File: src/logic/f2c_pkg.sv
`default_nettype none

package f2c_pkg;

  localparam int FLIT_W     = 512;
  localparam int ADDR_W     = 64;
  localparam int RB_AWIDTH  = 10;
  localparam int MAX_BURST  = 8;
  localparam int FLIT_BYTES = 64;
  localparam int FIFO_DEPTH = 16;
  localparam int FIFO_PTR_W = $clog2(FIFO_DEPTH);
  localparam int QID_W      = 8;

  typedef logic [FLIT_W-1:0]    flit_t;
  typedef logic [ADDR_W-1:0]    addr_t;
  typedef logic [RB_AWIDTH-1:0] rb_idx_t;
  typedef logic [RB_AWIDTH:0]   rb_size_t;
  typedef logic [3:0]           burst_t;
  typedef logic [15:0]          pkt_len_t;
  typedef logic [31:0]          cnt_t;

  // One entry of the metadata stream, one per packet
  typedef struct packed {
    pkt_len_t         size;
    addr_t            pkt_base;
    rb_idx_t          pkt_tail;
    addr_t            dsc_base;
    rb_idx_t          dsc_tail;
    logic [QID_W-1:0] queue_id;
    logic             needs_dsc;
  } pkt_meta_t;

  typedef enum logic [1:0] {
    IDLE,
    START_BURST,
    CONT_BURST,
    SEND_DSC
  } dma_state_t;

endpackage

`default_nettype wire

File: src/logic/mem_wr_if.sv
`timescale 1ns/1ps
`default_nettype none

// One write beat on its way from the DMA control to the memory port
interface mem_wr_if;

  f2c_pkg::addr_t  addr;
  f2c_pkg::flit_t  data;
  logic            write;
  f2c_pkg::burst_t burstcount;
  logic            waitrequest;

  modport src (
    output addr, data, write, burstcount,
    input  waitrequest
  );

  modport dst (
    input  addr, data, write, burstcount,
    output waitrequest
  );

endinterface

`default_nettype wire

File: src/logic/wr_port.sv
`timescale 1ns/1ps
`default_nettype none

module wr_port (
  input  logic            clk,
  input  logic            rst,
  mem_wr_if.dst           wr,
  output f2c_pkg::addr_t  mem_addr,
  output f2c_pkg::flit_t  mem_data,
  output logic            mem_write,
  output f2c_pkg::burst_t mem_burstcount,
  input  logic            mem_waitrequest,
  output f2c_pkg::cnt_t   stall_cnt
);

  // Upstream sees the same stall as the memory port
  assign wr.waitrequest = mem_waitrequest;

  // Holding stage loads only when the current beat is taken
  always_ff @(posedge clk) begin
    if (!mem_waitrequest) begin
      mem_addr       <= wr.addr;
      mem_data       <= wr.data;
      mem_burstcount <= wr.burstcount;
    end
  end

  always_ff @(posedge clk) begin
    if (rst) begin
      mem_write <= 1'b0;
    end else if (!mem_waitrequest) begin
      mem_write <= wr.write;
    end
  end

  always_ff @(posedge clk) begin
    if (rst) begin
      stall_cnt <= '0;
    end else if (mem_waitrequest) begin
      stall_cnt <= stall_cnt + 1'b1;
    end
  end

endmodule

`default_nettype wire

File: src/flat_wrapper.sv
// flat-port wrapper written by rule: the top's interface ports become plain ports
module wr_port_flat 
  (clk, rst, mem_addr, mem_data, mem_write, mem_burstcount, mem_waitrequest, stall_cnt, wr_addr, wr_data, wr_write, wr_burstcount, wr_waitrequest);
  mem_wr_if wr_i ();
  input  logic clk;
  input  logic rst;
  output f2c_pkg::addr_t mem_addr;
  output f2c_pkg::flit_t mem_data;
  output logic mem_write;
  output f2c_pkg::burst_t mem_burstcount;
  input  logic mem_waitrequest;
  output f2c_pkg::cnt_t stall_cnt;
  input wire logic [$bits(wr_i.addr)-1:0] wr_addr;
  input wire logic [$bits(wr_i.data)-1:0] wr_data;
  input wire logic [$bits(wr_i.write)-1:0] wr_write;
  input wire logic [$bits(wr_i.burstcount)-1:0] wr_burstcount;
  output wire logic [$bits(wr_i.waitrequest)-1:0] wr_waitrequest;
  assign wr_i.addr = wr_addr;
  assign wr_i.data = wr_data;
  assign wr_i.write = wr_write;
  assign wr_i.burstcount = wr_burstcount;
  assign wr_waitrequest = wr_i.waitrequest;
  wr_port u_core (.clk(clk), .rst(rst), .wr(wr_i), .mem_addr(mem_addr), .mem_data(mem_data), .mem_write(mem_write), .mem_burstcount(mem_burstcount), .mem_waitrequest(mem_waitrequest), .stall_cnt(stall_cnt));
endmodule
File: config.mk
export PLATFORM = sky130hd
export DESIGN_NAME = wr_port_flat
export DESIGN_NICKNAME = d
export VERILOG_FILES = /design/src/logic/f2c_pkg.sv /design/src/logic/mem_wr_if.sv /design/src/logic/wr_port.sv /design/src/flat_wrapper.sv
export SDC_FILE = /design/constraint.sdc
export NUM_CORES = 1
export LEC_CHECK = 0
export BUFFER_PORTS_ARGS = -buffer_cell sky130_fd_sc_hd__buf_2
export CORE_AREA = 2 2 472 474
export DETAILED_ROUTE_END_ITERATION = 10
export DIE_AREA = 0 0 474 476
export GPL_TIMING_DRIVEN = 1
export HOLD_SLACK_MARGIN = 0.12
export PLACE_DENSITY = 0.3
export SETUP_SLACK_MARGIN = 0.1
export SLEW_MARGIN = 5
export SYNTH_ARGS = -nofsm -noshare
export SYNTH_HDL_FRONTEND = slang
export SYNTH_SLANG_ARGS = --single-unit
File: constraint.sdc
create_clock -name clk -period 12.6 [get_ports clk]
set_input_delay 0.63 -clock clk [delete_from_list [all_inputs] [get_ports clk]]
set_output_delay 0.63 -clock clk [all_outputs]
set_load 0.01 [all_outputs]
==> run_results.csv <==
group,metric,value,unit
outcome,status,"completed",
global_routing,use_met3,0.07012,
critical_path,worst_path_max_delay_cell,"buf_4",
yosys,yosys_warnings,0,
timing,finClkSkew,0.01639,ns
worst_hold_path,hold_depth,1,
global_routing,grt.met2_usage,0.2033,
timing,rsz0062_at_grt,"false",
timing,fmax,315.1,MHz
yosys,synthCells,769,
cells_and_area,areaGrowthSynthToFinish,96.15,%
floorplanning,initial_core_util,0.08611,
critical_path,worst-path-max-fanout,76,
critical_path,critPathTopFamily,"buffers and inverters",
routing,dr.pass1.iters,5,
yosys,syn_avg_cell_area,24.75,um2
job,drv_cap,0,
yosys,synth_area_leaders,"edfxtp_1, dfxtp_1, a21oi_1",
critical_path,worst-r2r-cell-count,4,
power,pwr_density_cell,148.7,nW/um2
global_routing,grt_use_met1,0.1459,
routing,vias_per_cell,2.815,
yosys,ys_seq_area_frac,0.9500,
cells_and_area,ff_latch_area,18080,um2
timing,setup_viol,0,
clock_tree,clk_pin_slew,0.06,ns
global_routing,grt-ovfl-total,0,
cells_and_area,drive_gt1_frac,0.5015,
critical_path,cp.required,12.93,ns
yosys,syn_area,19030,um2
routing,drtIter0Drc,855,
yosys,yosysTopAreaCell,"edfxtp_1",
critical_path,critical-path-max-stage-delay,0.84,ns
cells_and_area,final_nets,3197,
global_routing,top_usage_layer,"met2",
yosys,synth_cell_types,33,
global_routing,antenna_found_initial,216,
floorplanning,io_pins,1198,
cells_and_area,multi_input_area,874.6,um2
floorplanning,die_w,474,um
critical_path,crit_chain,"buf_2 > clkinvlp_4 > buf_4 > buf_4 > buf_4",
routing,route.detailed.drc,0,
global_routing,grt.total_usage,0.1270,
critical_path,crit_buf_inv,5,
placement,place.detailed.hpwl,128500,um
timing,tightest_slew,1.053,ns
power,leakage,14.63,nW
floorplanning,rows,173,
clock_tree,cts_tree,"yes",
timing,max_slew_margin,0.2979,
worst_hold_path,hp-class,"input port to register",
floorplanning,core_area,221000,um2
clock_tree,insertion_delay,0.70,ns
timing,hold_violations,0,
global_routing,grt_max_degree,144,
timing,fin_crit,3.173,ns
critical_path,cp_num_cells,5,
global_routing,grt_pass1_wl,181700,um
critical_path,critPathMostFrequentCell,"buf_4",
critical_path,arrival,3.50,ns
critical_path,crit_type,"input port to register",
yosys,synth_nets,1354,
floorplanning,die_y,476,um
clock_tree,clock_sinks,613,
timing,drv_slew,0,
clock_tree,cts_max_path_buffers,3,
timing,tns,0,ns
power,p_total,0.005550,W
clock_tree,cts_setup_buffers,0,
clock_tree,numCtsBuffers,86,
clock_tree,htreeDepth,3,
critical_path,startpoint_type,"input port",
floorplanning,dieArea,225600,um2
routing,antenna_left,0,
yosys,ys_ff_latch,613,
cells_and_area,fillers,24440,
routing,num_vias,16100,
placement,gp_congestion,0.8257,
yosys,synth_top_area_frac,0.9152,
clock_tree,cts_root_buffer,"clkbuf_16",
routing,drt_wl_total,149900,um
global_routing,grt_pass1_vias,16330,
routing,wl_per_cell,26.21,um
critical_path,endpoint_kind,"register",
placement,port_buffers,1197,
power,max-vdd-ir-drop,96.15,uV
timing,period_share,0.2519,
## Yosys cell counts (all sizes together)
cell type    n
and2         2
o31ai       10
nor4         7
o21ai        5
or3          9
clkbuf       7
edfxtp     580
nand2       10
ha           1
inv          6
buf          5
mux2         4
nor2        18
xnor2        8
dfxtp       33
a21oi       15
nand4       12
or4         11
nor2b        4
xor2         4
nand3        9
and4         4
mux2i        2
or2          1
nor3         2
## per-stage QoR
step	instance area, um2	util	std cells	setup slack (ns)	hold WS (ns)
after global placement	28770	0.1302	4936	8.562	0.4926
after detailed placement	28770	0.1302	4936	8.567	0.4952
after floorplan	19030	-	769	2.655	0.4959
after CTS	37160	0.1682	5656	9.396	0.1221
final	37330	0.1689	5719	9.427	0.1899
after global routing	37260	0.1686	5693	9.214	0.1187
## power breakdown
| group | switching [W] | internal, W |
|---|---|---|
| combinational | 0.000368 | 0.000278 |
| sequential | 0.0000688 | 0.00240 |
| clock | 0.00103 | 0.00140 |
## state kept, by name, summed over array words and instances (netlist names)
register / flops
u_core.mem_write: 1
u_core.mem_addr: 64
u_core.mem_burstcount: 4
u_core.mem_data: 512
u_core.stall_cnt: 32
## layer usage
metal	routed length, um	share of wire
met3	18980	0.13
met5	863	0.0058
met4	4378	0.029
met2	67830	0.45
met1	57830	0.39
## layout by cell type, fill, tap and decap left out, types with 5 or more instances in the layout
cell and instances:
buf_2 1197, edfxtp_1 580, dlygate4sd3_1 563, clkbuf_16 89, diode_2 62, dfxtp_1 33, clkbuf_1 19, nor2_1 18
clkinv_2 16, a21oi_1 15, nand4_1 11, clkinv_1 11, nand2_1 10, o31ai_1 10, nand3_1 9, or4_1 9
xnor2_1 8, clkinvlp_4 7, nor4_1 7, or3_1 6, inv_1 5, o21ai_0 5, inv_6 5, bufinv_16 5
buf_4 5
## cell type report
type	instances	area share
tap	2975	0.09972
multi-input combinational	138	0.02343
timing repair buffer	1767	0.3135
clock buffer	108	0.06158
inverter	6	0.0007039
clock inverter	50	0.01257
antenna	62	0.004156
sequential	613	0.4843
## logic make-up (layout without fill, tap and decap cells)
| logic type | count (synthesis) | in the layout | share of synthesized area |
|---|---|---|---|
| compound gates | 30 | 30 | 0.009205 |
| simple gates | 89 | 89 | 0.02715 |
| buf+inv | 18 | 1931 | 0.004076 |
| fa+ha+maj | 1 | 1 | 0.0006574 |
| xor+xnor | 12 | 12 | 0.005523 |
| mux | 6 | 6 | 0.003419 |
| other cells | 0 | 62 | 0 |
| flops | 613 | 613 | 0.9500 |
## final timing paths
kind	from	endpoint	slack [ns]
setup / recovery	mem_waitrequest	u_core.mem_data[373]$_DFFE_PN_	9.43
hold / removal	wr_data[279]	u_core.mem_data[279]$_DFFE_PN_	0.19
setup reg to reg	u_core.stall_cnt[6]$_SDFFE_PP0P_	u_core.stall_cnt[21]$_SDFFE_PP0P_	10.40
hold reg to reg	u_core.mem_write$_SDFFE_PP0N_	u_core.mem_write$_SDFFE_PP0N_	0.51
## what timing repair did
| action | in CTS | in global routing |
|---|---|---|
| hold buffers | 562 | 1 |
| hold endpoints to repair | 562 | 1 |
| gates resized for setup | 0 | 0 |
No activity file was read; power rests on OpenSTA's default activity.
