--- src/logic/f2c_pkg.sv ---
`default_nettype none

package f2c_pkg;

  localparam int FLIT_W     = 512;
  localparam int ADDR_W     = 64;
  localparam int RB_AWIDTH  = 10;
  localparam int MAX_BURST  = 8;
  localparam int FLIT_BYTES = 64;
  localparam int FIFO_DEPTH = 16;
  localparam int FIFO_PTR_W = $clog2(FIFO_DEPTH);
  localparam int QID_W      = 8;

  typedef logic [FLIT_W-1:0]    flit_t;
  typedef logic [ADDR_W-1:0]    addr_t;
  typedef logic [RB_AWIDTH-1:0] rb_idx_t;
  typedef logic [RB_AWIDTH:0]   rb_size_t;
  typedef logic [3:0]           burst_t;
  typedef logic [15:0]          pkt_len_t;
  typedef logic [31:0]          cnt_t;

  // One entry of the metadata stream, one per packet
  typedef struct packed {
    pkt_len_t         size;
    addr_t            pkt_base;
    rb_idx_t          pkt_tail;
    addr_t            dsc_base;
    rb_idx_t          dsc_tail;
    logic [QID_W-1:0] queue_id;
    logic             needs_dsc;
  } pkt_meta_t;

  typedef enum logic [1:0] {
    IDLE,
    START_BURST,
    CONT_BURST,
    SEND_DSC
  } dma_state_t;

endpackage

`default_nettype wire

--- src/logic/stream_fifo.sv ---
`timescale 1ns/1ps
`default_nettype none

module stream_fifo #(
  parameter int WIDTH = 8
) (
  input  logic             clk,
  input  logic             rst,
  input  logic [WIDTH-1:0] in_data,
  input  logic             in_valid,
  output logic             in_ready,
  output logic [WIDTH-1:0] out_data,
  output logic             out_valid,
  input  logic             out_ready
);

  logic [WIDTH-1:0] mem [f2c_pkg::FIFO_DEPTH];

  logic [f2c_pkg::FIFO_PTR_W-1:0] wr_ptr;
  logic [f2c_pkg::FIFO_PTR_W-1:0] rd_ptr;
  logic [f2c_pkg::FIFO_PTR_W:0]   count;
  logic [f2c_pkg::FIFO_PTR_W:0]   count_next;
  logic                           push;
  logic                           pop;

  assign push      = in_valid && in_ready;
  assign pop       = out_valid && out_ready;
  assign out_valid = (count != '0);
  assign out_data  = mem[rd_ptr];

  always_comb begin
    count_next = count;
    if (push && !pop) begin
      count_next = count + 1'b1;
    end else if (pop && !push) begin
      count_next = count - 1'b1;
    end
  end

  always_ff @(posedge clk) begin
    if (push) begin
      mem[wr_ptr] <= in_data;
    end
  end

  // Pointers wrap on their own since the depth is a power of two
  always_ff @(posedge clk) begin
    if (rst) begin
      wr_ptr   <= '0;
      rd_ptr   <= '0;
      count    <= '0;
      in_ready <= 1'b0;
    end else begin
      if (push) begin
        wr_ptr <= wr_ptr + 1'b1;
      end
      if (pop) begin
        rd_ptr <= rd_ptr + 1'b1;
      end
      count    <= count_next;
      in_ready <= (count_next != (f2c_pkg::FIFO_PTR_W + 1)'(f2c_pkg::FIFO_DEPTH));
    end
  end

endmodule

`default_nettype wire

--- config.mk ---
export PLATFORM = sky130hd
export DESIGN_NAME = stream_fifo
export DESIGN_NICKNAME = d
export VERILOG_FILES = /design/src/logic/f2c_pkg.sv /design/src/logic/stream_fifo.sv
export SDC_FILE = /design/constraint.sdc
export NUM_CORES = 1
export LEC_CHECK = 0
export BUFFER_PORTS_ARGS = -buffer_cell sky130_fd_sc_hd__buf_4
export CAP_MARGIN = 20
export CORE_AREA = 2 2 117 119
export DETAILED_ROUTE_END_ITERATION = 10
export DIE_AREA = 0 0 119 121
export HOLD_SLACK_MARGIN = 0.15
export PLACE_DENSITY_LB_ADDON = 0.12
export SLEW_MARGIN = 15
export SYNTH_ARGS = -nofsm -noshare
export SYNTH_HDL_FRONTEND = slang
export SYNTH_SLANG_ARGS = --single-unit
export TNS_END_PERCENT = 10
--- constraint.sdc ---
create_clock -name clk -period 3.7 [get_ports clk]
set_input_delay 0.37 -clock clk [delete_from_list [all_inputs] [get_ports clk]]
set_output_delay 0.37 -clock clk [all_outputs]
set_load 0.01 [all_outputs]
==> flow_metrics.tcl, run 1 <==
set metrics [dict create \
    num_antenna_cells 0 \
    post-cts-setup-buffers 0 \
    die_h_um 121 \
    layout-drive-gt1-share_pct 29.0 \
    final.setup.tns_ns 0 \
    grt_pass1_wl_um 16800 \
    hold_start "rst" \
    max-cap-violations 0 \
    cp.required_ns 3.33 \
    cts_root_buf "clkbuf_16" \
    design.portCount 22 \
    worstHoldPathCells 2 \
    synthesis.area_sq_um 5780 \
    fill_cells 1031 \
    antenna_left 0 \
    postSynthAreaPerCell_sq_um 20.0 \
    synth_ff_type "edfxtp_1" \
    dpl_cell_area_sq_um 6130 \
    hold_viol_final 0 \
    timing.rr.end "in_ready$_SDFF_PP0_" \
    vdd_drop_max_uv 359 \
    p_leak_nw 2.20 \
    wl_per_cell_um 21.7 \
    htreeDepth 4 \
    syn_nets 308 \
    cts_tree "yes" \
    ctsResizeCount 0 \
    min_path_type "in2reg" \
    cts_made_buffers 17 \
    async_flop_share_pct 0 \
    multi_input_area_sq_um 1500 \
    gp_congestion 0.709 \
    grt-ovfl-total 0 \
    area_growth_pct 16.5 \
    yosysWarnings 0 \
    holdBufCountCts 0 \
    clk_pin_slew_ns 0.06 \
    rsz0062_at_grt "no" \
    routed_wl_um 11000 \
    drtIter0Drc 300 \
    r2r_slack_ns 1.60 \
    stdcell_area_sq_um 6730 \
    seq_area_sq_um 4210 \
    worstMarginPinSlew_ns 0.709 \
    start_util_pct 44.1 \
    fmax_ghz 0.378 \
    post-route-period-util_pct 71.6 \
    status "completed" \
    start_kind "flop" \
    end_kind "output port" \
    synth-edff-count 128 \
    synthCells 289 \
    track_usage_pct 17.0 \
    antenna_found_initial 0 \
    slew_headroom_pct 52.7 \
    firstDrtPassIters 4 \
    port_buffers 21 \
    final_nets 337 \
    period_needed_ns 2.65 \
    reg2regPathDepth 7 \
    ys_seq_area_share_pct 72.8 \
    skew_ns 0.00813 \
    drc_errors 0 \
    clock_path_buffers 2 \
    die_x_um 119 \
    grt_pass1_vias 2749 \
    core_area_sq_um 13100 \
    cp-endpoint "out_data[2]" \
    clock_latency_ns 0.42 \
    setup_viol 0 \
    synth-seq-cells 146 \
    cp.arrival_ns 2.28 \
    clock_sinks 146 \
    grt_max_degree 33 \
    rr_startpoint "count[0]$_SDFF_PP0_" \
    die_area_sq_um 14400 \
    path_class "reg2out" \
    slew_viol_final 0 \
    synth_cell_types 33 \
    cellPowerDensity_nw_per_um2 662 \
    worstPathMaxFanout 32 \
    avgViaCountPerCell 5.26 \
    vias 2666 \
    rows 42 \
    dp_hpwl_um 6590 \
]
-- worst min path at each step --
stage | endpoint | slack (ns)
finish | wr_ptr[1]$_SDFFE_PP0P_ | 0.24
detailed placement | rd_ptr[1]$_SDFFE_PP0N_ | 0.51
global route | flop | 0.24
floorplan | in_ready$_SDFF_PP0_ | 0.43
global placement | rd_ptr[1]$_SDFFE_PP0N_ | 0.50
CTS | flop | 0.24
-- stage by stage --
step | setup WS [ns] | hold WS [ns] | std cells | total power [mW] | utilization, %
after global routing | 0.958 | 0.243 | 507 | 4.65 | 51.5
after global placement | 1.46 | 0.502 | 475 | 2.77 | 46.9
after floorplan | 1.50 | 0.433 | 289 | 2.56 | -
after CTS | 1.00 | 0.235 | 507 | 4.50 | 51.5
final | 1.05 | 0.241 | 507 | 4.46 | 51.5
after detailed placement | 1.47 | 0.506 | 475 | 2.78 | 46.9
-- flip-flops by register name (all words and copies together), names as in the netlist, named ones only --
register	flops
in_ready	1
count	5
mem	128
wr_ptr	4
rd_ptr	4
-- kinds of logic after synthesis --
family          Yosys count  share of synthesized area, %
fa+ha+maj                 7                          1.52
compound gates            9                          1.23
xor+xnor                  8                          1.54
flops                   146                          72.8
mux                      41                          15.8
buf+inv                  17                          1.32
simple gates             61                          5.85
-- cell usage after synthesis (2+ instances only) --
cell type	instances	area, sq um
edfxtp_1	128	3840
mux4_2	40	901
dfxtp_1	18	360
and2_1	14	87.6
nor2_1	10	37.5
nand2_1	9	33.8
and3_1	7	43.8
ha_1	7	87.6
clkbuf_1	6	22.5
xor2_1	5	43.8
buf_2	4	20.0
inv_1	4	15.0
nand3_1	4	20.0
nor2b_1	4	25.0
nor3_1	4	20.0
a21oi_1	2	10.0
and4_1	2	17.5
buf_1	2	7.51
nand4_1	2	12.5
nor3b_1	2	15.0
o21ai_0	2	10.0
xnor2_1	2	17.5
-- per-layer routing --
metal	vias up	wire length [um]	global-route usage (%)
met5	-	0	0
li1	1222	-	-
met1	1381	5100	23.1
met3	10	431	5.03
met2	53	5360	26.0
met4	0	116	6.47
-- placed cells by master (no fill, tap or decap), types with 2 or more instances in the layout --
cell and instances:
bufinv_16 4, ha_1 7, nand2_1 9, clkinv_1 3
nand3_1 4, o21ai_0 2, xnor2_1 2, nand4_1 2
dfxtp_1 17, mux4_2 40, inv_1 4, clkinv_2 6
xor2_1 5, and4_1 2, and3_1 7, buf_12 2
nor2b_1 4, nor3_1 4, nor2_1 10, and2_1 14
clkbuf_16 17, edfxtp_1 128, a21oi_1 2, nor3b_1 2
buf_4 21
-- where the power goes --
group | switching [mW] | internal [mW]
Combinational | 0.383 | 0.459
Sequential | 0.0451 | 1.84
Clock | 0.622 | 1.11
Total | 1.05 | 3.41
-- worst max-delay path: stages, from the launching register on --
cell,delay (ns)
dfxtp_2,0.34
buf_12,0.26
mux4_2,0.55
mux4_2,0.52
buf_4,0.17
-- cell type report --
cell class              count  share of cell area [%]
repair buffers             23                    2.94
inverters                   4                   0.223
clock buffers              18                    6.37
flip-flops and latches    146                    62.5
clock inverters            14                    2.51
multi-input cells         126                    22.2
well taps                 176                    3.27
(Power assumes the default switching activity.)
==> inputs of run 2 (changes only) <==
==> constraint.sdc (replaced) <==
create_clock -name clk -period 2.29 [get_ports clk]
set_input_delay 0.229 -clock clk [delete_from_list [all_inputs] [get_ports clk]]
set_output_delay 0.229 -clock clk [all_outputs]
set_load 0.01 [all_outputs]
==> run 2 against run 1 <==
Compared with the run above:
- the flow now finishes with violations (setup timing)
- sequential power grew 62%
- sequential cell count is the same
- global-route usage grew 0.40 points
- register-to-register slack lost 1.4 ns
- clock-buffer cell count is the same
- clock skew shrank 0.0028 ns
- via count grew 4.1%
- critical path type unchanged
- critical endpoint is now out_data[1]
==> flow_metrics.tcl, run 2 (same netlist as run 1, synthesis figures left out) <==
set metrics [dict create \
    p_int_mw 5.76 \
    rr_startpoint "count[1]$_SDFF_PP0_" \
    path_class "reg2out" \
    port_buffers 21 \
    final_cell_count_no_fill 522 \
    hold_viol_final 0 \
    clock_path_buffers 2 \
    switching_share_pct 23.6 \
    reg2regPathDepth 7 \
    r2r_slack_ns 0.23 \
    timing.rr.end "in_ready$_SDFF_PP0_" \
    p_total_mw 7.53 \
    top_layer_used "met4" \
    dp_hpwl_um 6940 \
    clock_sinks 146 \
    worstMarginPinSlew_ns 0.664 \
    cpLargestDelayFamily "multiplexers" \
    drc_errors 0 \
    rows 42 \
    start_util_pct 44.1 \
    dpl_cell_area_sq_um 6200 \
    post-route-period-util_pct 104 \
    wl_met3_um 414 \
    status "finished with violations" \
    routed_wl_um 11300 \
    gp_congestion 0.838 \
    worstPathMaxFanout 10 \
    top_regs "mem (128), count (5)" \
    slowest_stage "mux4_2" \
    setup_viol 8 \
    p_switching_mw 1.77 \
    antenna_found_initial 0 \
    timing.critical_path.mode_cell "mux4_2" \
    avgViaCountPerCell 5.32 \
    max-cap-violations 0 \
    cts_made_buffers 17 \
    slew_viol_final 0 \
    cts_root_buf "clkbuf_16" \
    slew_headroom_pct 55.7 \
    final.setup.tns_ns -0.661 \
    antenna_left 0 \
    grt_max_degree 33 \
    skew_ns 0.00535 \
    cellPowerDensity_nw_per_um2 1080 \
    clk_pin_slew_ns 0.06 \
    htreeDepth 4 \
    core_area_sq_um 13100 \
    largest_reg_flops 128 \
    holdPathEnd "rd_ptr[1]$_SDFFE_PP0N_" \
    firstDrtPassIters 4 \
    grt_pass1_vias 2860 \
    design.portCount 22 \
    hold_start "out_ready" \
    layout-drive-gt1-share_pct 30.1 \
    min_path_type "in2reg" \
    dp.cells 481 \
    seqPwrFrac_pct 40.4 \
    largest-register "mem" \
    track_usage_pct 17.4 \
    stdcell_area_sq_um 6970 \
    final_common_cell "edfxtp_1" \
    die_x_um 119 \
    drtIter0Drc 247 \
    die_h_um 121 \
    die_area_sq_um 14400 \
    m1WireLength_um 5280 \
    fmax_ghz 0.418 \
    cts_tree "yes" \
    timing.final.ws_setup_ns -0.102 \
    period_needed_ns 2.39 \
    layout_common_cells "edfxtp_1, mux4_2, dfxtp_1, clkbuf_16, buf_4" \
    clkPwrFrac_pct 39.3 \
    critPathMaxStageDelay_ns 0.53 \
    vias 2775 \
    grt-ovfl-total 0 \
    clock_latency_ns 0.42 \
    crit_chain "buf_12, mux4_2, mux4_2, buf_6" \
    rsz0062_at_grt "yes" \
    wl_per_cell_um 21.7 \
    crit_buf_inv 2 \
    route.met2.wl_um 5490 \
    cp.arrival_ns 2.16 \
    num_antenna_cells 0 \
    combinationalPowerShare_pct 20.3 \
    cp.required_ns 2.06 \
    violations "setup timing" \
    preCtsSetupSlack_ns 0.273 \
    vdd_drop_max_uv 591 \
    worstHoldPathCells 4 \
    p_leak_nw 2.29 \
    final_nets 352 \
    end_kind "output port" \
    area_growth_pct 20.6 \
    start_kind "flop" \
    grt_pass1_wl_um 17500 \
]
[run 2: cell count changes in the layout (fill, tap and decap cells not counted), sizes merged]
cell and delta:
buf +6, bufinv +1, clkinv -5, clkinvlp +3, dlygate4sd3 +9, inv +1
[run 2: final cells by class]
class                   count  area (sq um)
clock buffers              18           429
clock inverters            14           211
fillers                  1028          6120
inverters                   4          15.0
multi-input cells         126          1500
flip-flops and latches    146          4210
well taps                 176           220
repair buffers             38           388
[run 2: how the worst max path moves through the flow]
stage                               end  cells after the start
floorplan                   out_data[0]                      4
global placement            out_data[3]                      4
detailed placement  in_ready$_SDFF_PP0_                      7
CTS                         out_data[1]                      4
global route                out_data[3]                      4
finish                      out_data[1]                      4
[run 2: worst min-delay path: cells and delay by family]
| family | cells | cell delay, ns |
|---|---|---|
| and+or+nand+nor | 2 | 0.24 |
| buffers and inverters | 1 | 0.11 |
| AOI/OAI and AO/OA | 1 | 0.07 |
[run 2: routing by layer]
layer,up-vias,GRT usage (%)
met5,-,0
met4,0,6.92
met3,10,4.28
met2,69,26.6
met1,1441,24.1
li1,1255,-
[run 2: repair_timing]
item	in CTS	in global routing
cloned	0	0
hold buffers	9	0
gates resized for setup	9	0
buffers inserted	0	0
endpoints found under the setup margin	8	8
hold endpoints to repair	146	0
[run 2: metrics by stage]
step                util (%)  hold slack [ns]
finish                  53.3            0.292
CTS                     53.3            0.270
global route            53.3            0.309
detailed placement      47.4            0.504
floorplan                  -            0.292
global placement        47.4            0.493
[run 2: power by group through the flow]
| stage | registers (mW) | logic (mW) | clock network (mW) |
|---|---|---|---|
| global placement | 3.10 | 1.49 | 0 |
| CTS | 3.05 | 1.56 | 3.01 |
| floorplan | 3.08 | 1.05 | 0 |
| detailed placement | 3.10 | 1.50 | 0 |
| global route | 3.06 | 1.66 | 3.14 |
| finish | 3.05 | 1.53 | 2.96 |
