<file path="config.mk">
export PLATFORM = sky130hd
export DESIGN_NAME = burst_planner
export DESIGN_NICKNAME = d
export VERILOG_FILES = /design/src/logic/f2c_pkg.sv /design/src/logic/burst_planner.sv
export SDC_FILE = /design/constraint.sdc
export NUM_CORES = 1
export LEC_CHECK = 0
export ABC_AREA = 1
export BUFFER_PORTS_ARGS = -buffer_cell sky130_fd_sc_hd__buf_2
export CAP_MARGIN = 40
export CORE_AREA = 2 2 328 330
export CTS_BUF_LIST = sky130_fd_sc_hd__clkbuf_4
export DETAILED_ROUTE_END_ITERATION = 8
export DIE_AREA = 0 0 330 332
export HOLD_SLACK_MARGIN = 0.06
export PLACE_DENSITY = 0.31
export SETUP_SLACK_MARGIN = 0.4
export SLEW_MARGIN = 0
export SYNTH_ARGS = -nofsm -noshare
export SYNTH_HDL_FRONTEND = slang
export SYNTH_SLANG_ARGS = --single-unit
</file>
<file path="constraint.sdc">
create_clock -name clk -period 7.7 [get_ports clk]
set_input_delay 0.385 -clock clk [delete_from_list [all_inputs] [get_ports clk]]
set_output_delay 0.385 -clock clk [all_outputs]
set_load 0.005 [all_outputs]
</file>
<file path="src/logic/f2c_pkg.sv">
`default_nettype none

package f2c_pkg;

  localparam int FLIT_W     = 512;
  localparam int ADDR_W     = 64;
  localparam int RB_AWIDTH  = 10;
  localparam int MAX_BURST  = 8;
  localparam int FLIT_BYTES = 64;
  localparam int FIFO_DEPTH = 16;
  localparam int FIFO_PTR_W = $clog2(FIFO_DEPTH);
  localparam int QID_W      = 8;

  typedef logic [FLIT_W-1:0]    flit_t;
  typedef logic [ADDR_W-1:0]    addr_t;
  typedef logic [RB_AWIDTH-1:0] rb_idx_t;
  typedef logic [RB_AWIDTH:0]   rb_size_t;
  typedef logic [3:0]           burst_t;
  typedef logic [15:0]          pkt_len_t;
  typedef logic [31:0]          cnt_t;

  // One entry of the metadata stream, one per packet
  typedef struct packed {
    pkt_len_t         size;
    addr_t            pkt_base;
    rb_idx_t          pkt_tail;
    addr_t            dsc_base;
    rb_idx_t          dsc_tail;
    logic [QID_W-1:0] queue_id;
    logic             needs_dsc;
  } pkt_meta_t;

  typedef enum logic [1:0] {
    IDLE,
    START_BURST,
    CONT_BURST,
    SEND_DSC
  } dma_state_t;

endpackage

`default_nettype wire

</file>
<file path="src/logic/burst_planner.sv">
`timescale 1ns/1ps
`default_nettype none

module burst_planner (
  input  logic                clk,
  input  logic                rst,
  input  f2c_pkg::rb_size_t   pkt_rb_size,
  input  f2c_pkg::pkt_meta_t  meta,
  input  logic                load,
  input  logic                advance,
  output logic                first_beat,
  output logic                last_in_burst,
  output logic                pkt_done,
  output logic                queue_ok,
  output f2c_pkg::burst_t     burst_len,
  output f2c_pkg::addr_t      burst_addr,
  output f2c_pkg::addr_t      dsc_addr,
  output f2c_pkg::flit_t      dsc_word
);

  f2c_pkg::pkt_meta_t cur;
  f2c_pkg::rb_size_t  rb_size_r;
  f2c_pkg::rb_idx_t   rb_mask;
  f2c_pkg::rb_idx_t   tail;
  f2c_pkg::pkt_len_t  remaining;
  f2c_pkg::burst_t    in_left;
  f2c_pkg::rb_size_t  slots_left;
  f2c_pkg::pkt_len_t  len_wide;

  // Burst length is the smallest of what is left, MAX_BURST and room to the ring end
  always_comb begin
    slots_left = rb_size_r - {1'b0, tail};
    if (remaining > f2c_pkg::pkt_len_t'(f2c_pkg::MAX_BURST)) begin
      len_wide = f2c_pkg::pkt_len_t'(f2c_pkg::MAX_BURST);
    end else begin
      len_wide = remaining;
    end
    if (len_wide > f2c_pkg::pkt_len_t'(slots_left)) begin
      len_wide = f2c_pkg::pkt_len_t'(slots_left);
    end
    burst_len = f2c_pkg::burst_t'(len_wide);
  end

  // in_left counts beats still owed to the open burst, zero means none is open
  assign first_beat    = (in_left == '0);
  assign last_in_burst = first_beat ? (burst_len == 4'd1) : (in_left == 4'd1);
  assign pkt_done      = (remaining == 16'd1);
  assign queue_ok      = (cur.pkt_base != '0) && (cur.dsc_base != '0);

  assign burst_addr = cur.pkt_base
                    + f2c_pkg::addr_t'(tail) * f2c_pkg::addr_t'(f2c_pkg::FLIT_BYTES);
  assign dsc_addr   = cur.dsc_base
                    + f2c_pkg::addr_t'(cur.dsc_tail) * f2c_pkg::addr_t'(f2c_pkg::FLIT_BYTES);

  // Descriptor carries the tail after the last flit of the packet
  always_comb begin
    dsc_word = '0;
    dsc_word[0] = 1'b1;
    dsc_word[f2c_pkg::RB_AWIDTH:1] = tail;
    dsc_word[f2c_pkg::RB_AWIDTH+f2c_pkg::QID_W:f2c_pkg::RB_AWIDTH+1] = cur.queue_id;
  end

  always_ff @(posedge clk) begin
    if (load) begin
      cur       <= meta;
      rb_size_r <= pkt_rb_size;
      rb_mask   <= pkt_rb_size[f2c_pkg::RB_AWIDTH-1:0] - 1'b1;
      tail      <= meta.pkt_tail;
    end else if (advance) begin
      tail <= (tail + 1'b1) & rb_mask;
    end
  end

  always_ff @(posedge clk) begin
    if (rst) begin
      remaining <= '0;
      in_left   <= '0;
    end else if (load) begin
      remaining <= meta.size;
      in_left   <= '0;
    end else if (advance) begin
      remaining <= remaining - 1'b1;
      in_left   <= first_beat ? (burst_len - 1'b1) : (in_left - 1'b1);
    end
  end

endmodule

`default_nettype wire

</file>
==> metrics.log, run 1 <==
[metrics] share of total power in sequential cells: 0.464
[metrics] Primary FF master, synth: edfxtp_1
[metrics] slowest stage cell, crit path: edfxtp_1
[metrics] overall die area: 109600 µm²
[metrics] post-layout net count: 2529
[metrics] Register-to-Register Setup Slack: 3380 ps
[metrics] starting DRC count in detailed routing: 518
[metrics] antenna violations before repair: 15
[metrics] Clock Tree Buf Depth: 2
[metrics] number of cells upsized or downsized after cts: 0
[metrics] count of cell types in the netlist: 49
[metrics] Max-slew headroom: 0.4280
[metrics] num ports: 836
[metrics] instance count on the critical path: 22
[metrics] cell count of the worst reg-to-reg path: 22
[metrics] cells taking the most area after synthesis: edfxtp_1 (34%), buf_4 (25%), xor2_1 (5.5%), nand2_1 (5.2%), inv_1 (4.5%)
[metrics] unrepaired setup endpoints after global routing: no
[metrics] instance count of the mapped netlist: 1746
[metrics] TritonCTS clock tree: done
[metrics] most numerous cell on the critical path: a21oi_1
[metrics] power per unit of standard cell area: 151.1 nW/µm²
[metrics] clock-pin slew on the worst setup and hold paths: 210 ps
[metrics] yosys warns: 0
[metrics] type of the most critical hold path: in -> reg
[metrics] Maximum Capacitance Violations: 0
[metrics] area share of the largest cell type after synthesis: 0.3426
[metrics] switching power of the nets: 1105 µW
[metrics] hpwl dp: 45110 µm
[metrics] area inside the core boundary: 106300 µm²
[metrics] start point of the worst hold path: meta[60]
[metrics] fmax: 191.2 MHz
[metrics] clock latency on the worst-skew pair: 810 ps
[metrics] Setup-failing EPs final: 0
[metrics] internal power contribution: 1827 µW
[metrics] overall power after layout: 2932 µW
[metrics] Starting Density: 0.1460
[metrics] critical path startpoint category: flip-flop
[metrics] pin count of the biggest net entering global routing: 66
[metrics] Synth Area per Inst: 8.886 µm²
[metrics] worst r2r dst: in_left[1]
[metrics] share of total power in the clock network: 0.234
[metrics] outcome: finished, violations left
[metrics] Tightest Pin Transition: 850.1 ps
[metrics] count of TritonRoute iterations in the first routing pass: 7
[metrics] weighted congestion at the end of routability-driven global placement: 0.8359
[metrics] first-pass GRT wire length: 76470 µm
[metrics] CTS Buf Count: 17
[metrics] Crit path largest cell delay: 560 ps
[metrics] startpoint-to-endpoint class of the critical path: reg -> out
[metrics] startpoint of the most critical setup path: tail[0]
[metrics] Setup TNS: 0 ps
[metrics] number of nets with antenna violations after detailed routing: 0
[metrics] H-Tree Level Count: 4
[metrics] height of the die: 332 µm
[metrics] Arrival @ worst endpoint: 4850 ps
[metrics] area added between synthesis and finish: 25.06%
[metrics] dominant cell type by area after synthesis: edfxtp_1
[metrics] detailed-route via count: 11880
[metrics] final WL: 54080 µm
[metrics] total global-route track usage: 0.09625
[metrics] via count of the first global-routing pass: 11690
[metrics] top-count cell post-synth: buf_4
[metrics] CP Cell Sequence: ha_1 -> inv_1 -> fa_1 -> a21oi_1 -> o21bai_1 -> a21oi_1 -> o21bai_1 -> a21oi_1 -> o21ai_0 -> a21o_1 -> a21oi_1 -> xnor2_1 -> ha_1 -> and3_1 -> nand3_1 -> nand2_2 -> nand2_1 -> nand2_1 -> nor2_1 -> nand3_1 -> o21ai_0 -> buf_2
[metrics] total grt overflow: 0
[metrics] via count normalized by instance count: 3.195
[metrics] cell class contributing the biggest share of worst-path delay: compound AO/OA/AOI/OAI gates
[metrics] Fin. Hold Viols: 0
[metrics] final period demand of the worst path: 5231 ps
[metrics] register bit count reported by yosys: 197
[metrics] most numerous cell types in the synthesized netlist: buf_4 (514), nand2_1 (215), inv_1 (184), edfxtp_1 (177), nor2_1 (102)
[metrics] Worst Skew: 33.06 ps
[metrics] failing checks: design-rule violations
[metrics] share of total power in combinational logic: 0.303
[metrics] reg2reg start: tail[0]
[metrics] Synth Cell Area: 15510 µm²
[metrics] async set-or-reset flop fraction in the synthesized netlist: 0
[metrics] number of max-slew violations in the final report: 0
[metrics] mean routed wirelength per cell: 14.55 µm
[metrics] Peak VDD IR: 137.4 µV
[metrics] cell at the root of the clock tree: clkbuf_4
[metrics] Tcrit/Tclk final: 0.6794
[metrics] number of rows created at floorplan: 120
[metrics] endpoint type of the worst setup path: output pin
[metrics] static power due to leakage: 0.008716 µW
[metrics] die outline width: 330 µm
[metrics] number of flops mapped to enable cells by yosys: 177
[metrics] Buffers & Inverters on Critical Path: 2
[metrics] CTS Sinks: 197
[metrics] CP endpoint: last_in_burst
[metrics] switching part of the total: 0.3769
[metrics] Req. time, crit path: 7320 ps
[metrics] minimum hold slack: 270.6 ps
[metrics] count of unresolved DRC violations after routing: 60
[metrics] total of buffers placed on input and output ports: 340
[metrics] biggest fanout along the worst timing path: 7
[metrics] fraction of layout cells with a size suffix above 1: 0.1898
[metrics] proportion of synthesized chip area in sequential cells: 0.3684
[sequential cells by signal, summed over array words and instances (netlist names)]
| register | flops |
|---|---|
| rb_size_r | 11 |
| dsc_word | 8 |
| remaining | 16 |
| cur | 138 |
| rb_mask | 10 |
| in_left | 4 |
| tail | 10 |
[power by group through the flow]
stage | logic, µW | registers, µW | clock network, µW
after floorplan | 649 | 1340 | 0
after global placement | 817 | 1390 | 0
after detailed placement | 812 | 1390 | 0
after CTS | 904 | 1360 | 737
after global routing | 1020 | 1370 | 761
final | 887 | 1360 | 685
[what timing repair did]
action,4_1_cts,5_1_grt
setup buffers,0,0
endpoints found under the hold margin,198,0
hold buffers,200,0
[worst min path at each step]
stage                     to  slack (ps)  cells after the start
3_5_place_dp   remaining[12]         510                      2
3_3_place_gp   remaining[12]         510                      2
4_1_cts             cur[155]         120                      2
2_1_floorplan  remaining[15]         450                      1
6_report             cur[60]         270                      2
5_1_grt              cur[60]         160                      2
[metrics by stage]
stage	instance area [µm²]	std cells	setup slack, ps	util
final	19400	3718	2469	0.1825
after detailed placement	17040	3474	3275	0.1603
after CTS	19370	3706	2248	0.1823
after global routing	19400	3718	1843	0.1825
after global placement	17000	3471	3287	0.1599
after floorplan	17390	2245	4056	-
[metal layers]
metal | track usage | wire length (µm)
met1 | 0.1044 | 20600
met2 | 0.1673 | 27200
met3 | 0.03888 | 4608
met4 | 0.03504 | 1624
met5 | 0 | 45
[worst register-to-register path, delay by kind of cell, from the launching register on]
kind | cells | cell delay (ps)
AOI/OAI and AO/OA | 9 | 1500
adders and majority gates | 4 | 1060
and+or+nand+nor | 7 | 960
DFF | 1 | 560
xor gates and xnor gates | 1 | 130
buffers and inverters | 1 | 80
[layout make-up]
cell class / count / area (µm²)
fill: 12080 / 86900
multi-input combinational: 1338 / 7078
sequential: 197 / 5715
timing repair buffer: 547 / 3781
tap: 1403 / 1755
inverter: 189 / 709.4
clock inverter: 15 / 206.4
clock buffer: 17 / 127.6
antenna: 12 / 30.03
[layout by cell type, fill, tap and decap left out, types with 3 or more instances in the layout]
cell | synthesis | routed
inv_8 | 0 | 3
nand4_1 | 29 | 29
nand3_2 | 5 | 5
fa_1 | 3 | 3
o21ai_1 | 3 | 3
nor2_2 | 3 | 3
nand2_4 | 7 | 7
nor3_4 | 4 | 4
nor2_1 | 102 | 102
nor3_1 | 50 | 50
inv_2 | 4 | 4
nand3_1 | 48 | 48
nand2_2 | 10 | 10
inv_1 | 184 | 184
buf_4 | 514 | 5
clkbuf_4 | 0 | 17
a31oi_1 | 11 | 11
ha_1 | 48 | 48
inv_6 | 0 | 4
dfxtp_1 | 20 | 20
nor2_4 | 10 | 10
conb_1 | 2 | 501
clkinv_8 | 0 | 4
xnor2_1 | 43 | 43
diode_2 | 0 | 12
nor4_1 | 51 | 51
o21ai_4 | 4 | 4
xor2_1 | 97 | 97
dlygate4sd3_1 | 0 | 200
a21oi_1 | 35 | 35
edfxtp_1 | 177 | 177
o21bai_1 | 4 | 4
buf_2 | 0 | 339
o21ai_0 | 24 | 24
nand2_1 | 215 | 215
a21oi_2 | 4 | 4
[logic make-up (layout without fill, tap and decap cells)]
group	count (synthesis)	count (layout)	synth area share
AOI/OAI and AO/OA	103	103	0.04258
xor gates and xnor gates	140	140	0.07903
adders and majority gates	51	51	0.04258
buffers and inverters	710	768	0.2961
DFF	197	197	0.3684
other	2	513	0.0004841
and+or+nand+nor	543	543	0.1708
Note: power is estimated with default switching activity, not from simulation.
==> run 2: changes to the inputs <==
ABC_AREA = 0   (was 1)
CORE_AREA = 2 2 322 324   (was 2 2 328 330)
DIE_AREA = 0 0 324 326   (was 0 0 330 332)
PLACE_DENSITY = 0.32   (was 0.31)
clock period = 4.2 ns   (was 7.7 ns; I/O delays follow)
==> run 2 against run 1 <==
  * The run ends with negative setup slack left
  * Non-clock buffer count grew 172
  * Total power grew 91%
  * Sequential share of layout area shrank 1.9 points
  * Area after synthesis shrank 5.2%
  * Critical path type unchanged
  * Critical endpoint unchanged
==> metrics.log, run 2 <==
[metrics] clock-pin slew on the worst setup and hold paths: 190 ps
[metrics] via count of the first global-routing pass: 11270
[metrics] Peak VDD IR: 254.1 µV
[metrics] TritonCTS clock tree: done
[metrics] Maximum Capacitance Violations: 0
[metrics] register bit count reported by yosys: 197
[metrics] switching part of the total: 0.3656
[metrics] Setup-failing EPs final: 5
[metrics] startpoint-to-endpoint class of the critical path: reg -> out
[metrics] Starting Density: 0.1434
[metrics] die outline width: 324 µm
[metrics] number of rows created at floorplan: 118
[metrics] top-count cell post-synth: buf_4
[metrics] final WL: 53600 µm
[metrics] Worst Skew: 22.96 ps
[metrics] first-pass GRT wire length: 74870 µm
[metrics] weighted congestion at the end of routability-driven global placement: 0.7769
[metrics] Layout Cells excl Fill: 3602
[metrics] num ports: 836
[metrics] endpoint type of the worst setup path: output pin
[metrics] leading cell types in the layout, fill and taps excluded: conb_1 (501), buf_2 (332), dlygate4sd3_1 (301)
[metrics] Setup TNS: -1636 ps
[metrics] post-layout net count: 2439
[metrics] area share of the largest cell type after synthesis: 0.3612
[metrics] outcome: finished, violations left
[metrics] total grt overflow: 0
[metrics] height of the die: 326 µm
[metrics] Tightest Pin Transition: 850.6 ps
[metrics] final worst slack: -416.2 ps
[metrics] cells taking the most area after synthesis: edfxtp_1 (36%), buf_4 (26%), xnor2_1 (5.4%), ha_1 (4.1%), xor2_1 (3.3%)
[metrics] via count normalized by instance count: 3.259
[metrics] switching power of the nets: 2050 µW
[metrics] register bank with the most flops: cur
[metrics] area inside the core boundary: 102600 µm²
[metrics] power per unit of standard cell area: 270.2 nW/µm²
[metrics] failing checks: negative setup slack
[metrics] starting DRC count in detailed routing: 427
[metrics] hpwl dp: 43850 µm
[metrics] proportion of synthesized chip area in sequential cells: 0.3884
[metrics] largest registers: cur x138, remaining x16, rb_size_r x11
[metrics] antenna violations before repair: 25
[metrics] total of buffers placed on input and output ports: 340
[metrics] pin count of the biggest net entering global routing: 101
[metrics] clock latency on the worst-skew pair: 750 ps
[metrics] total global-route track usage: 0.09767
[metrics] CTS Buf Count: 17
[metrics] Arrival @ worst endpoint: 4410 ps
[metrics] overall die area: 105600 µm²
[metrics] Max-slew headroom: 0.4329
[metrics] Req. time, crit path: 3990 ps
[metrics] number of flops mapped to enable cells by yosys: 177
[metrics] biggest fanout along the worst timing path: 3
[metrics] CTS Sinks: 197
[metrics] placed cell count: 3210
[metrics] Synth Area per Inst: 9.836 µm²
[metrics] internal power contribution: 3557 µW
[metrics] type of the most critical hold path: in -> reg
[metrics] Primary FF master, synth: edfxtp_1
[metrics] dominant cell type by area after synthesis: edfxtp_1
[metrics] Fin. Hold Viols: 0
[metrics] count of cell types in the netlist: 61
[metrics] H-Tree Level Count: 4
[metrics] final period demand of the worst path: 4616 ps
[metrics] async set-or-reset flop fraction in the synthesized netlist: 0
[metrics] share of total power in the clock network: 0.205
[metrics] count of TritonRoute iterations in the first routing pass: 5
[metrics] count of unresolved DRC violations after routing: 0
[metrics] minimum hold slack: 156.5 ps
[metrics] critical path startpoint category: flip-flop
[metrics] mean routed wirelength per cell: 14.88 µm
[metrics] fmax: 216.6 MHz
[metrics] instance count of the mapped netlist: 1496
[metrics] unrepaired setup endpoints after global routing: yes
[metrics] yosys warns: 0
[metrics] share of total power in combinational logic: 0.352
[metrics] static power due to leakage: 0.008811 µW
[metrics] max reg flops: 138
[metrics] Final Core Density: 0.2022
[metrics] most common cell after layout, fill and taps aside: conb_1
[metrics] fraction of layout cells with a size suffix above 1: 0.2497
[metrics] number of nets with antenna violations after detailed routing: 0
[metrics] share of total power in sequential cells: 0.444
[metrics] most numerous cell types in the synthesized netlist: buf_4 (514), edfxtp_1 (177), xnor2_1 (90), nor2_1 (84), nand2_1 (64)
[metrics] area added between synthesis and finish: 41.03%
[metrics] detailed-route via count: 11740
[metrics] Clock Tree Buf Depth: 2
[metrics] number of max-slew violations in the final report: 0
[metrics] Tcrit/Tclk final: 1.099
[metrics] cell at the root of the clock tree: clkbuf_4
[metrics] Synth Cell Area: 14710 µm²
## run 2: path summary, 6_finish.rpt
kind                                   start            end  slack (ps)  depth (start not counted)
worst max-delay path            rb_size_r[0]  last_in_burst        -420                         21
worst min register to register    rb_mask[0]        tail[0]         570                          1
worst max register to register  rb_size_r[0]     in_left[1]          90                         26
worst min-delay path                    load        cur[82]         160                          1
## run 2: what timing repair did
item	4_1_cts	5_1_grt
hold buffers	301	0
endpoints found under the hold margin	197	0
pin swaps	29	51
setup endpoints to repair	86	65
gates resized for setup	78	84
setup buffers	27	23
## run 2: final cells by class
| class | instances | area (µm²) |
|---|---|---|
| multi-input cells | 1211 | 7381 |
| fillers | 11390 | 81860 |
| inverters | 54 | 202.7 |
| clock inverters | 13 | 140.1 |
| clock buffers | 17 | 127.6 |
| flip-flops and latches | 197 | 5715 |
| diodes | 11 | 27.53 |
| repair buffers | 719 | 5430 |
| well taps | 1380 | 1727 |
## run 2: per-layer routing
metal / GRT usage / vias to the layer above / wire length [µm]
met5: 0 / - / 67
met4: 0.03281 / 10 / 1066
met3: 0.03606 / 52 / 4384
met2: 0.1697 / 509 / 27350
met1: 0.1091 / 5594 / 20730
li1: - / 5573 / -
## run 2: cell families (layout without fill, tap and decap cells)
logic type / after synthesis / in the layout / synth area share
other: 2 / 512 / 0.0005104
buffers and inverters: 587 / 803 / 0.2815
xor gates and xnor gates: 147 / 147 / 0.08852
AOI/OAI and AO/OA: 118 / 118 / 0.05187
DFF: 197 / 197 / 0.3884
adders and majority gates: 51 / 51 / 0.04490
muxes: 13 / 13 / 0.008843
and+or+nand+nor: 381 / 381 / 0.1354
## run 2: worst max-delay path: stages (launching register included)
cell and delay (ps):
edfxtp_1 400, inv_1 60, ha_2 180, inv_2 40, fa_2 330, a21o_1 180, a21oi_2 160, o21ai_2 70
a21oi_2 170, o21ai_2 90, buf_4 150, nand4b_1 100, o311ai_2 110, ha_1 350, buf_6 130, nand3_1 70
nand2_1 50, o31a_1 140, o211a_4 160, or4_1 410, a31oi_1 190, buf_2 140
## run 2: power by group through the flow
stage	Clock (µW)	Sequential, µW	Combinational (µW)
after floorplan	0	2470	1190
after detailed placement	0	2540	1510
after global routing	1280	2520	2200
after CTS	1230	2490	1890
final	1150	2490	1970
after global placement	0	2540	1500
## run 2: through the flow
stage | worst slack [ps] | total power [µW] | instance area [µm²]
6_report | -416.2 | 5607 | 20750
5_1_grt | -787.5 | 5996 | 20750
4_1_cts | -645.4 | 5611 | 20150
3_5_place_dp | 98.76 | 4046 | 16340
3_3_place_gp | 144.7 | 4041 | 16340
2_1_floorplan | 284.9 | 3662 | 16620
==> run 3: changes to the inputs <==
SKIP_LAST_GASP = 1   (was not set)
==> run 3 against run 2 <==
  * The flow still finishes with violations (negative setup slack)
  * Total power shrank 0.13%
  * Non-clock buffer count did not move
  * Count of clock-buffer cells in the layout unchanged
  * Core utilization decreased by 0.12 points
  * Final cell count about the same
  * Highest routed layer unchanged
  * Sequential power hardly changed
  * Largest power group unchanged
  * Routed wire length about the same
  * Via count is 0.19% higher
  * Register-to-register slack is essentially flat
==> metrics.log, run 3 (synthesis gave the netlist of run 2 again) <==
[metrics] Setup WS pre-CTS: 98.76 ps
[metrics] via count of the first global-routing pass: 11260
[metrics] Clock Tree Buf Depth: 2
[metrics] total grt overflow: 0
[metrics] CTS Sinks: 197
[metrics] first-pass GRT wire length: 74750 µm
[metrics] total global-route track usage: 0.09757
[metrics] layout filler cell count: 11390
[metrics] area inside the core boundary: 102600 µm²
[metrics] Starting Density: 0.1434
[metrics] number of max-slew violations in the final report: 0
[metrics] overall power after layout: 5600 µW
[metrics] final WL: 53560 µm
[metrics] starting DRC count in detailed routing: 451
[metrics] Tightest Pin Transition: 967.8 ps
[metrics] most common cell after layout, fill and taps aside: conb_1
[metrics] die outline width: 324 µm
[metrics] weighted congestion at the end of routability-driven global placement: 0.7769
[metrics] fmax: 215.7 MHz
[metrics] num ports: 836
[metrics] TritonCTS clock tree: done
[metrics] Worst Skew: 20.49 ps
[metrics] share of total power in sequential cells: 0.444
[metrics] biggest fanout along the worst timing path: 3
[metrics] pin count of the biggest net entering global routing: 101
[metrics] startpoint-to-endpoint class of the critical path: reg -> out
[metrics] area added between synthesis and finish: 40.19%
[metrics] total of buffers placed on input and output ports: 340
[metrics] count of TritonRoute iterations in the first routing pass: 5
[metrics] Maximum Capacitance Violations: 0
[metrics] type of the most critical hold path: in -> reg
[metrics] Setup TNS: -1663 ps
[metrics] via count normalized by instance count: 3.264
[metrics] fraction of layout cells with a size suffix above 1: 0.2447
[metrics] endpoint type of the worst setup path: output pin
[metrics] switching part of the total: 0.3661
[metrics] Arrival @ worst endpoint: 4430 ps
[metrics] register bank with the most flops: cur
[metrics] largest registers: cur x138, remaining x16, rb_size_r x11
[metrics] detailed-route via count: 11760
[metrics] Peak VDD IR: 251.8 µV
[metrics] count of unresolved DRC violations after routing: 0
[metrics] Layout Cells excl Fill: 3603
[metrics] overall die area: 105600 µm²
[metrics] max reg flops: 138
[metrics] Setup-failing EPs final: 5
[metrics] static power due to leakage: 0.008768 µW
[metrics] cell at the root of the clock tree: clkbuf_4
[metrics] unrepaired setup endpoints after global routing: yes
[metrics] final period demand of the worst path: 4636 ps
[metrics] critical path startpoint category: flip-flop
[metrics] Fin. Hold Viols: 0
[metrics] Placed Area: 16340 µm²
[metrics] CTS Buf Count: 17
[metrics] clock latency on the worst-skew pair: 750 ps
[metrics] Req. time, crit path: 3990 ps
[metrics] leading cell types in the layout, fill and taps excluded: conb_1 (501), buf_2 (333), dlygate4sd3_1 (301)
[metrics] post-layout net count: 2439
[metrics] mean routed wirelength per cell: 14.87 µm
[metrics] H-Tree Level Count: 4
[metrics] placed cell count: 3210
[metrics] power per unit of standard cell area: 271.5 nW/µm²
[metrics] outcome: finished, violations left
[metrics] share of total power in combinational logic: 0.351
[metrics] number of nets with antenna violations after detailed routing: 0
[metrics] share of total power in the clock network: 0.205
[metrics] Max-slew headroom: 0.3488
[metrics] height of the die: 326 µm
[metrics] Final Cell Area: 20630 µm²
[metrics] final worst slack: -436.3 ps
[metrics] clock-pin slew on the worst setup and hold paths: 190 ps
[metrics] hpwl dp: 43850 µm
[metrics] Tcrit/Tclk final: 1.104
[metrics] number of rows created at floorplan: 118
[metrics] failing checks: negative setup slack
[metrics] switching power of the nets: 2050 µW
[metrics] antenna violations before repair: 25
[metrics] internal power contribution: 3550 µW
## run 3: changes by cell type in the layout (fill, tap and decap cells not counted), moves of 2 or more
cell,delta
buf_4,+6
nand3_4,-2
nor2_2,+2
nor2_4,-2
xnor2_1,+2
and3_1,+5
and3_4,-3
and3_2,-2
xnor2_2,-2
buf_6,-6
## run 3: power groups by stage
stage          logic (µW)  registers, µW  clock network, µW
3_3_place_gp         1500           2540                  0
2_1_floorplan        1190           2470                  0
6_report             1960           2490               1150
3_5_place_dp         1510           2540                  0
5_1_grt              2190           2510               1280
4_1_cts              1880           2490               1230
## run 3: final timing paths
check / from / end / slack (ps) / cells past startpoint
worst max-delay path: rb_size_r[0] / last_in_burst / -440 / 21
worst min-delay path: load / cur[82] / 150 / 1
worst max register to register: rb_size_r[0] / in_left[1] / 90 / 26
worst min register to register: rb_mask[0] / tail[0] / 570 / 1
## run 3: area by class of cell
| type | instances | area [µm²] | area share |
|---|---|---|---|
| multi-input cells | 1211 | 7292 | 0.3535 |
| flip-flops and latches | 197 | 5715 | 0.2771 |
| repair buffers | 719 | 5393 | 0.2614 |
| well taps | 1380 | 1727 | 0.08371 |
| inverters | 54 | 202.7 | 0.009826 |
| clock inverters | 13 | 140.1 | 0.006794 |
| clock buffers | 17 | 127.6 | 0.006187 |
| diodes | 12 | 30.03 | 0.001456 |
## run 3: routing by layer
| metal | wire, µm | vias to the layer above | GRT usage |
|---|---|---|---|
| met4 | 1072 | 10 | 0.03281 |
| li1 | - | 5572 | - |
| met2 | 27330 | 506 | 0.1696 |
| met3 | 4351 | 52 | 0.03606 |
| met5 | 67 | - | 0 |
| met1 | 20740 | 5620 | 0.1089 |
## run 3: per-stage QoR
stage	util	hold slack [ps]
CTS	0.1958	60.46
detailed placement	0.1593	388.1
global placement	0.1592	386.7
global route	0.2010	78.52
finish	0.2010	152.8
floorplan	-	308.9
## run 3: worst max-delay path, stage by stage (launching register included)
cell,delay [ps]
edfxtp_1,400
inv_1,60
ha_2,180
inv_2,40
fa_2,330
a21o_1,180
a21oi_2,160
o21ai_2,70
a21oi_2,170
o21ai_2,90
buf_4,150
nand4b_1,100
o311ai_2,110
ha_1,350
buf_6,130
nand3_1,70
nand2_1,50
o31a_1,140
o211a_4,160
or4_1,410
a31oi_1,200
buf_2,140
## run 3: repair_timing
item,in CTS,in global routing
pin swaps,26,35
resized for setup,68,69
setup endpoints to repair,86,64
hold buffers,301,0
buffers inserted,27,23
cloned,0,0
endpoints found under the hold margin,197,0
